<file path="config.mk">
export PLATFORM = sky130hd
export DESIGN_NAME = uart_tx_top
export DESIGN_NICKNAME = d
export VERILOG_FILES = /design/src/rtl/uart_tx_pkg.sv /design/src/rtl/baud_tick_gen.sv /design/src/rtl/byte_fifo.sv /design/src/rtl/uart_tx_core.sv /design/src/rtl/uart_tx_top.sv
export SDC_FILE = /design/constraint.sdc
export NUM_CORES = 1
export LEC_CHECK = 0
export ABC_AREA = 0
export BUFFER_PORTS_ARGS = -buffer_cell sky130_fd_sc_hd__buf_2
export CORE_ASPECT_RATIO = 0.8
export CORE_MARGIN = 1.5
export CORE_UTILIZATION = 55
export CTS_CLUSTER_SIZE = 20
export DETAILED_ROUTE_END_ITERATION = 10
export MAX_ROUTING_LAYER = met4
export PLACE_DENSITY = 0.8
export SLEW_MARGIN = 20
export SYNTH_ARGS = -nofsm -noshare
export SYNTH_HDL_FRONTEND = slang
export SYNTH_HIERARCHICAL = 1
export SYNTH_SLANG_ARGS = --single-unit
</file>
<file path="constraint.sdc">
create_clock -name clk -period 4.4 [get_ports clk]
set_input_delay 0.22 -clock clk [delete_from_list [all_inputs] [get_ports clk]]
set_output_delay 0.22 -clock clk [all_outputs]
set_load 0.1 [all_outputs]
</file>
<file path="src/rtl/uart_tx_pkg.sv">
// shared constants and byte type for the UART transmit subsystem, imported by RTL and testbench
`default_nettype none

package uart_tx_pkg;

	// system clock and line rate
	localparam int CLK_FREQ_HZ = 16_000_000;
	localparam int BAUD_RATE = 1_000_000;

	// clocks per bit
	localparam int CLKS_PER_BIT = CLK_FREQ_HZ / BAUD_RATE;

	// frame layout, start bit + data + stop
	localparam int DATA_BITS = 8;
	localparam int STOP_BITS = 1;
	localparam int FRAME_BITS = 1 + DATA_BITS + STOP_BITS;

	// byte queue between host and transmitter
	localparam int FIFO_DEPTH = 64;

	// occupancy has to reach FIFO_DEPTH itself, so one extra bit
	localparam int FIFO_COUNT_W = $clog2(FIFO_DEPTH + 1);

	// one data byte as carried through the FIFO
	typedef logic [DATA_BITS-1:0] data_t;

endpackage

`default_nettype wire

</file>
<file path="src/rtl/baud_tick_gen.sv">
// bit-period timer, produces a one-cycle tick every CLKS_PER_BIT clocks while enabled
`default_nettype none

module baud_tick_gen (
	input  wire logic clk,
	input  wire logic reset,
	input  wire logic enable,
	output logic      tick
);

	import uart_tx_pkg::*;

	logic [$clog2(CLKS_PER_BIT)-1:0] cnt;
	logic                            wrap;

	assign wrap = (cnt == CLKS_PER_BIT - 1);

	// counter held at zero when disabled so every bit starts fresh
	always_ff @(posedge clk) begin
		if (reset) begin
			cnt <= '0;
			tick <= 1'b0;
		end else begin
			if (!enable) begin
				cnt <= '0;
			end else if (wrap) begin
				cnt <= '0;
			end else begin
				cnt <= cnt + 1'b1;
			end
			tick <= enable && wrap;
		end
	end

	// a tick needs the generator running for a whole bit period
	a_tick_needs_enable: assert property (
		@(posedge clk) disable iff (reset)
		tick |-> $past(enable) && $past(enable, CLKS_PER_BIT)
	) else $error("tick without a full bit period of enable");

endmodule

`default_nettype wire

</file>
<file path="src/rtl/byte_fifo.sv">
// circular byte queue with registered read data, feeds the transmit core from the host side
`default_nettype none

module byte_fifo #(
	parameter int DEPTH = uart_tx_pkg::FIFO_DEPTH
) (
	input  wire logic                              clk,
	input  wire logic                              reset,
	input  wire logic                              push,
	input  wire logic                              pop,
	input  wire uart_tx_pkg::data_t                wr_data,
	output uart_tx_pkg::data_t                     rd_data,
	output logic                                   full,
	output logic                                   empty,
	output logic [uart_tx_pkg::FIFO_COUNT_W-1:0]   count
);

	import uart_tx_pkg::*;

	// DEPTH must be a power of two, pointers wrap on overflow
	data_t                  mem [DEPTH];
	logic [$clog2(DEPTH)-1:0] wr_ptr;
	logic [$clog2(DEPTH)-1:0] rd_ptr;
	logic                   wr_en;
	logic                   rd_en;

	assign full = (count == DEPTH);
	assign empty = (count == 0);

	assign wr_en = push && !full;
	assign rd_en = pop && !empty;

	// pointers and occupancy
	always_ff @(posedge clk) begin
		if (reset) begin
			wr_ptr <= '0;
			rd_ptr <= '0;
			count <= '0;
		end else begin
			if (wr_en) begin
				wr_ptr <= wr_ptr + 1'b1;
			end
			if (rd_en) begin
				rd_ptr <= rd_ptr + 1'b1;
			end
			case ({wr_en, rd_en})
				2'b10: begin
					count <= count + 1'b1;
				end
				2'b01: begin
					count <= count - 1'b1;
				end
				default: begin
					count <= count;
				end
			endcase
		end
	end

	// storage and read port, popped byte shows up next cycle
	always_ff @(posedge clk) begin
		if (wr_en) begin
			mem[wr_ptr] <= wr_data;
		end
		if (rd_en) begin
			rd_data <= mem[rd_ptr];
		end
	end

	a_no_push_when_full: assert property (
		@(posedge clk) disable iff (reset)
		push |-> !full
	) else $error("push while FIFO full");

	a_no_pop_when_empty: assert property (
		@(posedge clk) disable iff (reset)
		pop |-> !empty
	) else $error("pop while FIFO empty");

endmodule

`default_nettype wire

</file>
<file path="src/rtl/uart_tx_core.sv">
// UART frame FSM, pulls bytes from the FIFO and shifts start, data and stop bits onto tx
`default_nettype none

module uart_tx_core (
	input  wire logic               clk,
	input  wire logic               reset,
	input  wire logic               new_data,
	input  wire logic               fifo_empty,
	input  wire uart_tx_pkg::data_t fifo_data,
	input  wire logic               tick,
	output logic                    pop,
	output logic                    tick_enable,
	output logic                    tx,
	output logic                    busy
);

	import uart_tx_pkg::*;

	typedef enum logic [1:0] {
		idle,
		fetching,
		transmitting
	} state_t;

	state_t                        state;
	state_t                        state_next;
	logic [$clog2(FRAME_BITS)-1:0] bit_cnt;
	logic [$clog2(FRAME_BITS)-1:0] bit_cnt_next;
	data_t                         shift_reg;
	data_t                         shift_reg_next;
	logic                          tx_next;
	logic                          busy_next;
	logic                          frame_done;

	// tick after the last stop bit closes the frame
	assign frame_done = (state == transmitting) && tick
		&& (bit_cnt == DATA_BITS + STOP_BITS);

	assign pop = (state == idle) && !fifo_empty;
	assign tick_enable = (state == transmitting);

	always_comb begin
		state_next = state;
		bit_cnt_next = bit_cnt;
		shift_reg_next = shift_reg;
		tx_next = tx;
		case (state)
			idle: begin
				tx_next = 1'b1;
				bit_cnt_next = '0;
				// start bit goes out together with the fetch
				if (!fifo_empty) begin
					state_next = fetching;
					tx_next = 1'b0;
				end
			end
			fetching: begin
				shift_reg_next = fifo_data;
				state_next = transmitting;
			end
			transmitting: begin
				if (tick) begin
					bit_cnt_next = bit_cnt + 1'b1;
					if (bit_cnt < DATA_BITS) begin
						// lsb first
						tx_next = shift_reg[0];
						shift_reg_next = {1'b0, shift_reg[DATA_BITS-1:1]};
					end else if (frame_done) begin
						state_next = idle;
						bit_cnt_next = '0;
					end else begin
						tx_next = 1'b1;
					end
				end
			end
			default: begin
				state_next = idle;
				tx_next = 1'b1;
			end
		endcase
	end

	// set on any accepted push, cleared when the last frame drains the queue
	always_comb begin
		busy_next = busy;
		if (new_data) begin
			busy_next = 1'b1;
		end else if (frame_done && fifo_empty) begin
			busy_next = 1'b0;
		end
	end

	always_ff @(posedge clk) begin
		if (reset) begin
			state <= idle;
			bit_cnt <= '0;
			tx <= 1'b1;
			busy <= 1'b0;
		end else begin
			state <= state_next;
			bit_cnt <= bit_cnt_next;
			tx <= tx_next;
			busy <= busy_next;
		end
	end

	always_ff @(posedge clk) begin
		shift_reg <= shift_reg_next;
	end

	a_idle_line_high: assert property (
		@(posedge clk) disable iff (reset)
		(state == idle) |-> tx
	) else $error("tx low while idle");

	// start bit begins in the fetch cycle right after a pop
	a_pop_from_idle: assert property (
		@(posedge clk) disable iff (reset)
		pop |=> (state == fetching) && !tx
	) else $error("pop not followed by fetch with tx low");

endmodule

`default_nettype wire

</file>
<file path="src/rtl/uart_tx_top.sv">
// UART transmit top level, turns start edges into FIFO pushes and wires FIFO, timer and core
`default_nettype none

module uart_tx_top (
	input  wire logic               clk,
	input  wire logic               reset,
	input  wire logic               start,
	input  wire uart_tx_pkg::data_t data_in,
	output logic                    tx,
	output logic                    busy,
	output logic                    full
);

	import uart_tx_pkg::*;

	logic                    start_q;
	logic                    push;
	logic                    pop;
	logic                    fifo_empty;
	data_t                   fifo_data;
	logic [FIFO_COUNT_W-1:0] fifo_count;
	logic                    tick;
	logic                    tick_enable;

	always_ff @(posedge clk) begin
		if (reset) begin
			start_q <= 1'b0;
		end else begin
			start_q <= start;
		end
	end

	// rising edge of start, dropped when the queue is full
	assign push = start && !start_q && !full;

	byte_fifo u_fifo (
		.clk     (clk),
		.reset   (reset),
		.push    (push),
		.pop     (pop),
		.wr_data (data_in),
		.rd_data (fifo_data),
		.full    (full),
		.empty   (fifo_empty),
		.count   (fifo_count)
	);

	baud_tick_gen u_tick (
		.clk    (clk),
		.reset  (reset),
		.enable (tick_enable),
		.tick   (tick)
	);

	uart_tx_core u_core (
		.clk         (clk),
		.reset       (reset),
		.new_data    (push),
		.fifo_empty  (fifo_empty),
		.fifo_data   (fifo_data),
		.tick        (tick),
		.pop         (pop),
		.tick_enable (tick_enable),
		.tx          (tx),
		.busy        (busy)
	);

	// an edge without a pop in the same cycle grows the queue by one
	a_push_counts: assert property (
		@(posedge clk) disable iff (reset)
		push && !pop |=> fifo_count == $past(fifo_count) + 1'b1
	) else $error("accepted push not reflected in FIFO count");

endmodule

`default_nettype wire

</file>
# Word-level counts from Yosys, hierarchy flattened
# Memory sizes are Yosys's and may differ from the RTL's. A register that Yosys moved wholly into a read port is not among the register bits.
# Cells that the tools add are included.
# totals
latchBits	0
out_inout_bits	3
ramBits	512
rom_bits	0
inputBits	11
n_memories	1
ff_bits	41
elab_cells	79
# mem_list
memory	depth	width	rd	rd_clocked_by_memory_dff	write_ports	line_no	text
u_fifo.mem	64	8	1	1	1	byte_fifo.sv:21	data_t mem [DEPTH];
# op_classes
addsub	6
magnitude_cmp	1
n_bitwise	2
n_mux	22
n_mul	0
div_mod_pow	0
n_eq_ne	13
n_shift	0
reduce_logical	23
# op_table
cell	count
8-bit 2-to-1 mux	2
8-bit case mux with 2 select lines	1
7-bit case mux with 2 select lines	1
6-bit by 1-bit adder with 6-bit output (second input constant)	2
4-bit 2-to-1 mux	3
1-bit logical AND	9
4-bit by 1-bit adder with 4-bit output (second input constant)	2
4-bit equality test (second input constant)	2
1-bit 2-to-1 mux	8
2-bit 2-to-1 mux	4
4-bit case mux with 2 select lines	1
2-bit nonzero test	4
7-bit by 1-bit adder with 7-bit output (second input constant)	1
7-bit equality test (second input constant)	1
7-bit zero test	1
7-bit by 1-bit subtractor with 7-bit output (second input constant)	1
2-bit != test (second input constant)	3
2-bit case mux with 3 select lines	1
3-bit AND reduction	2
2-bit by 1-bit equality test with 1-bit output (second input constant)	2
2-bit equality test (second input constant)	2
4-bit < comparator (second input constant)	1
2-bit by 1-bit != test with 1-bit output (second input constant)	2
4-bit AND reduction	1
7 further kinds	10

# Logic depth before layout (Yosys ltp)
# logic_depth
ltp_word	7
ltp_mapped	14
mapped_depth_nobuf	14

# Modules after synthesis
# Netlist, hierarchy kept.
# modules_own_cells
module	area_each_um2	n_inst	seq_area_each_um2	cells_per_inst
byte_fifo	21325.5	1	15995.3	1122
uart_tx_core	772.0	1	400.4	81
baud_tick_gen	185.2	1	100.1	18
uart_tx_top	38.8	1	20.0	3

# Worst setup path before layout
# OpenSTA, ideal clock, no wires.
# synth_timing
path_kind	register to register
startpoint	register u_fifo/count[2] in the netlist's numbering
endpoint	register u_fifo/count[6] in the netlist's numbering
period_less_slack_ps	3740
n_path_buf	0
setup_time_ps	121
path_stages_with_launch	14
t_required_ps	4279
slack_ps	660
t_arrival_ps	3619
cell_sequence	dfxtp_1 > nor4_2 > and3_1 > nor3b_2 > inv_1 > a31oi_4 > inv_1 > ha_1 > ha_1 > nor2b_1 > o21a_1 > o21a_1 > o211ai_1 > mux2_2
# synth_between
elab_chain_len	6
word_cells_on_any_way	14
cone_classes	add/sub: 2; eq/ne: 3; mux: 1; reduce/logical: 8
# synth_lines
item	line_no	text
start: declaration	byte_fifo.sv:15	output logic [uart_tx_pkg::FIFO_COUNT_W-1:0] count
start signal: assignment	byte_fifo.sv:48	count <= count + 1'b1;
start signal: assignment	byte_fifo.sv:51	count <= count - 1'b1;
start signal: assignment	byte_fifo.sv:54	count <= count;
7-bit equality test (*)	byte_fifo.sv:27	assign full = (count == DEPTH);
via full	uart_tx_top.sv:11	output logic full
1-bit zero test (*)	uart_tx_top.sv:34	assign push = start && !start_q && !full;
1-bit logical AND (*)	uart_tx_top.sv:34	
via push	uart_tx_top.sv:17	logic push;
1-bit logical AND (*)	byte_fifo.sv:30	assign wr_en = push && !full;
2-bit by 1-bit equality test with 1-bit output or 2-bit equality test (tied branches)	byte_fifo.sv:46	case ({wr_en, rd_en})
7-bit case mux with 2 select lines or 2-bit nonzero test (tied branches)	n/a	
# The timed path passes the listed nets; every way through them passes the cells marked *.
# A chain may end at the register's enable or synchronous reset.

# Final worst setup path
# layout_timing
startpoint	register u_fifo/count[0] in the netlist's numbering
endpoint	memory u_fifo/mem[25][1] in the netlist's numbering (enable)
# layout_between
elab_chain_len	6
# layout_lines
item	line_no	text
7-bit equality test	byte_fifo.sv:27	
1-bit zero test	uart_tx_top.sv:34	
1-bit logical AND	uart_tx_top.sv:34	
via push	uart_tx_top.sv:17	
1-bit logical AND	byte_fifo.sv:30	
1-bit 2-to-1 mux	byte_fifo.sv:62	if (wr_en) begin
1-bit 2-to-1 mux (not written as such)	byte_fifo.sv:63	mem[wr_ptr] <= wr_data;
end: declaration	byte_fifo.sv:21	
# The timed path passes the listed nets, and every way through them passes these cells.

==> impl_metrics.ini <==
[logic_synthesis]
synth_cell_type_count = 67
syn_nets = 1247
syn_area_per_cell_sq_um = 18.2
ys_ff_latch = 561
synth_top_flop_cell = edfxtp_1
async_flop_share = 0
netlist_area_sq_mm = 0.0223
ys_warn_count = 6
yosysSeqAreaShare = 0.740
synth_edf_count = 528
synthCells = 1224

[clocking]
cts.sinks = 561
root_buffer = clkbuf_16
clk_latency_ns = 0.58
path_clk_slew_ns = 0.06
cts_setup_buffers = 0
htree_levels = 2
tritoncts = built
cts_buffers = 49
clk_path_buf_depth = 3

[finish]
nFillCells = 2768
final_cell_mix = edfxtp_1 (528), nor2_1 (131), mux4_2 (97)
largest_register_ff_count = 512
nets = 1280
final_common_cell = edfxtp_1
final_util = 0.618
drive_above_1_share = 0.178
syn_to_final_growth_pct = 9.94

[min_path]
hold_class = input pin to register
holdPathEnd = u_fifo/mem[3][6]
holdPathStages = 1
hp-start = data_in[6]

[critical_path]
arrival_ns = 3.63
r2r_slack_ns = 0.96
path_max_fanout = 8
crit_type = register to register
r2r_cells = 7
cp.required_ns = 4.60
crit_path_start_kind = register
r2r_end = u_fifo/mem[25][1]
end_kind = register
r2r_start = u_fifo/count[0]

[drt]
viasPerCell = 6.42
via_count = 11800
drt-pass1-iter-count = 6
ant_nets = 0
drc = 0
wl_per_cell_um = 27.6
drtIter0Drc = 1642
drt_wl_total_mm = 50.6

[pwr]
power.density_mw_per_mm2 = 490
p_leak_nw = 7.52
peakVddDrop_mv = 0.358

[timing]
worstMarginPinSlew_ns = 0.926
rsz0062_at_grt = false
setup_violations = 0
min_period_ns = 3.44
relSlewSlack = 0.381
skew_ns = 0.0228
hold_violations = 0
finalMaxSlewViolations = 0
finalCritPeriodShare = 0.781
fmax_ghz = 0.291
setup_tns_ns = 0

[floorplan]
dieHeight_um = 183
initial_utilization = 0.562
fp-row-count = 65
die_w_um = 228
dieArea_sq_mm = 0.0418
core_sq_mm = 0.0397
io_pins = 14

[global_routing]
grt_overflow = 0
first_global_vias = 11400
grt.busiest_layer = met2
use_met2 = 0.372
grt_pass1_wl_mm = 75.2
grt_usage = 0.253
use_met1 = 0.352
met3_usage = 0.0707
grt_max_degree = 65
antenna_found_initial = 1

[outcome]
status = complete, no violations

[placed_design]
gp_congestion = 1.03
io_buffers = 13
dp_hpwl_mm = 30.2

[flow_run]
maxCapViolCount = 0
-- power by group --
group	switching (W)	internal [W]	leakage, nW
combinational	0.00101	0.000636	1.74
sequential	0.000136	0.00602	5.02
clock	0.00185	0.00237	0.756
total	0.00299	0.00902	7.52
-- routing by layer --
metal  vias up  wire (um)
li1       4950          -
met1      5972      19800
met2       727      23300
met3       111       6290
met4         0       1290
met5         -          0
-- worst max path at each step --
stage	startpoint	to	slack [ns]
2_1_floorplan	u_fifo/count[2]	u_fifo/count[6]	0.66
3_3_place_gp	u_fifo/count[2]	u_fifo/count[6]	1.06
3_5_place_dp	u_fifo/count[2]	u_fifo/count[6]	1.04
4_1_cts	u_fifo/count[2]	u_fifo/count[6]	1.0
5_1_grt	u_fifo/count[2]	u_fifo/count[6]	0.76
6_report	u_fifo/count[0]	u_fifo/mem[25][1]	0.96
-- cells by family (layout without fill, tap and decap cells) --
group / count (synthesis) / count (layout) / synth area share
adders and majority gates: 12 / 12 / 0.00706
other: 0 / 1 / 0
DFF: 561 / 561 / 0.740
buffers and inverters: 80 / 152 / 0.0202
xor gates and xnor gates: 14 / 14 / 0.00549
AOI/OAI and AO/OA: 117 / 117 / 0.0397
muxes: 177 / 177 / 0.134
and+or+nand+nor: 263 / 263 / 0.0539
-- Yosys cell counts (3+ instances only) --
library cell | n | area (sq um)
nor2b_1 | 3 | 18.8
a41oi_1 | 5 | 43.8
nand3b_1 | 9 | 67.6
inv_1 | 16 | 60.1
o21a_1 | 4 | 30.0
nand3_1 | 18 | 90.1
and3_1 | 6 | 37.5
xor2_1 | 8 | 70.1
nand2b_1 | 4 | 25.0
buf_6 | 13 | 146
nand4_1 | 5 | 31.3
nor3_1 | 10 | 50.1
nor2_1 | 131 | 492
mux2i_1 | 79 | 791
o22ai_1 | 26 | 163
a31oi_1 | 8 | 50.1
buf_4 | 3 | 22.5
clkbuf_1 | 19 | 71.3
a2111oi_0 | 3 | 26.3
a32oi_1 | 4 | 35.0
o221ai_1 | 4 | 35.0
or3b_1 | 3 | 26.3
edfxtp_1 | 528 | 15900
and2_1 | 3 | 18.8
mux4_2 | 97 | 2180
buf_1 | 4 | 15.0
dfxtp_1 | 33 | 661
ha_1 | 11 | 138
a21oi_1 | 18 | 90.1
a211o_1 | 10 | 87.6
buf_2 | 22 | 110
a21o_1 | 3 | 22.5
o22a_1 | 5 | 43.8
xnor2_1 | 6 | 52.6
a211oi_1 | 7 | 52.6
nand2_1 | 57 | 214
-- layout make-up --
class	instances	area, sq um	area share
diodes	1	2.50	0.000102
clock buffers	60	1280	0.0521
clock inverters	30	284	0.0116
inverters	18	70.1	0.00286
multi-input cells	583	5360	0.218
flip-flops and latches	561	16500	0.673
well taps	536	671	0.0273
repair buffers	44	350	0.0143
-- stage by stage --
step	hold slack (ns)	instances	setup slack, ns	cell area [sq um]	power, W
6_report	0.0545	1833	0.965	24500	0.0120
3_5_place_dp	0.436	1741	1.04	23000	0.00788
3_3_place_gp	0.429	1741	1.06	23000	0.00783
5_1_grt	0.0489	1833	0.764	24500	0.0124
2_1_floorplan	0.292	1224	0.660	22300	0.00740
4_1_cts	0.0417	1832	0.996	24500	0.0120
-- what timing repair did --
item / in CTS / in global routing
resized for setup: 0 / 0
endpoints found under the hold margin: 1 / 0
hold buffers: 1 / 0
-- worst max-delay path, stage by stage, from the launching register on --
cell and delay [ns]:
dfxtp_1 0.40, nor2_1 0.13, and3_1 0.22, nor3b_2 0.20
inv_1 0.11, nor3_1 0.38, nand3b_1 0.75, nor2_1 0.86
No activity file was read; power rests on OpenSTA's default activity.
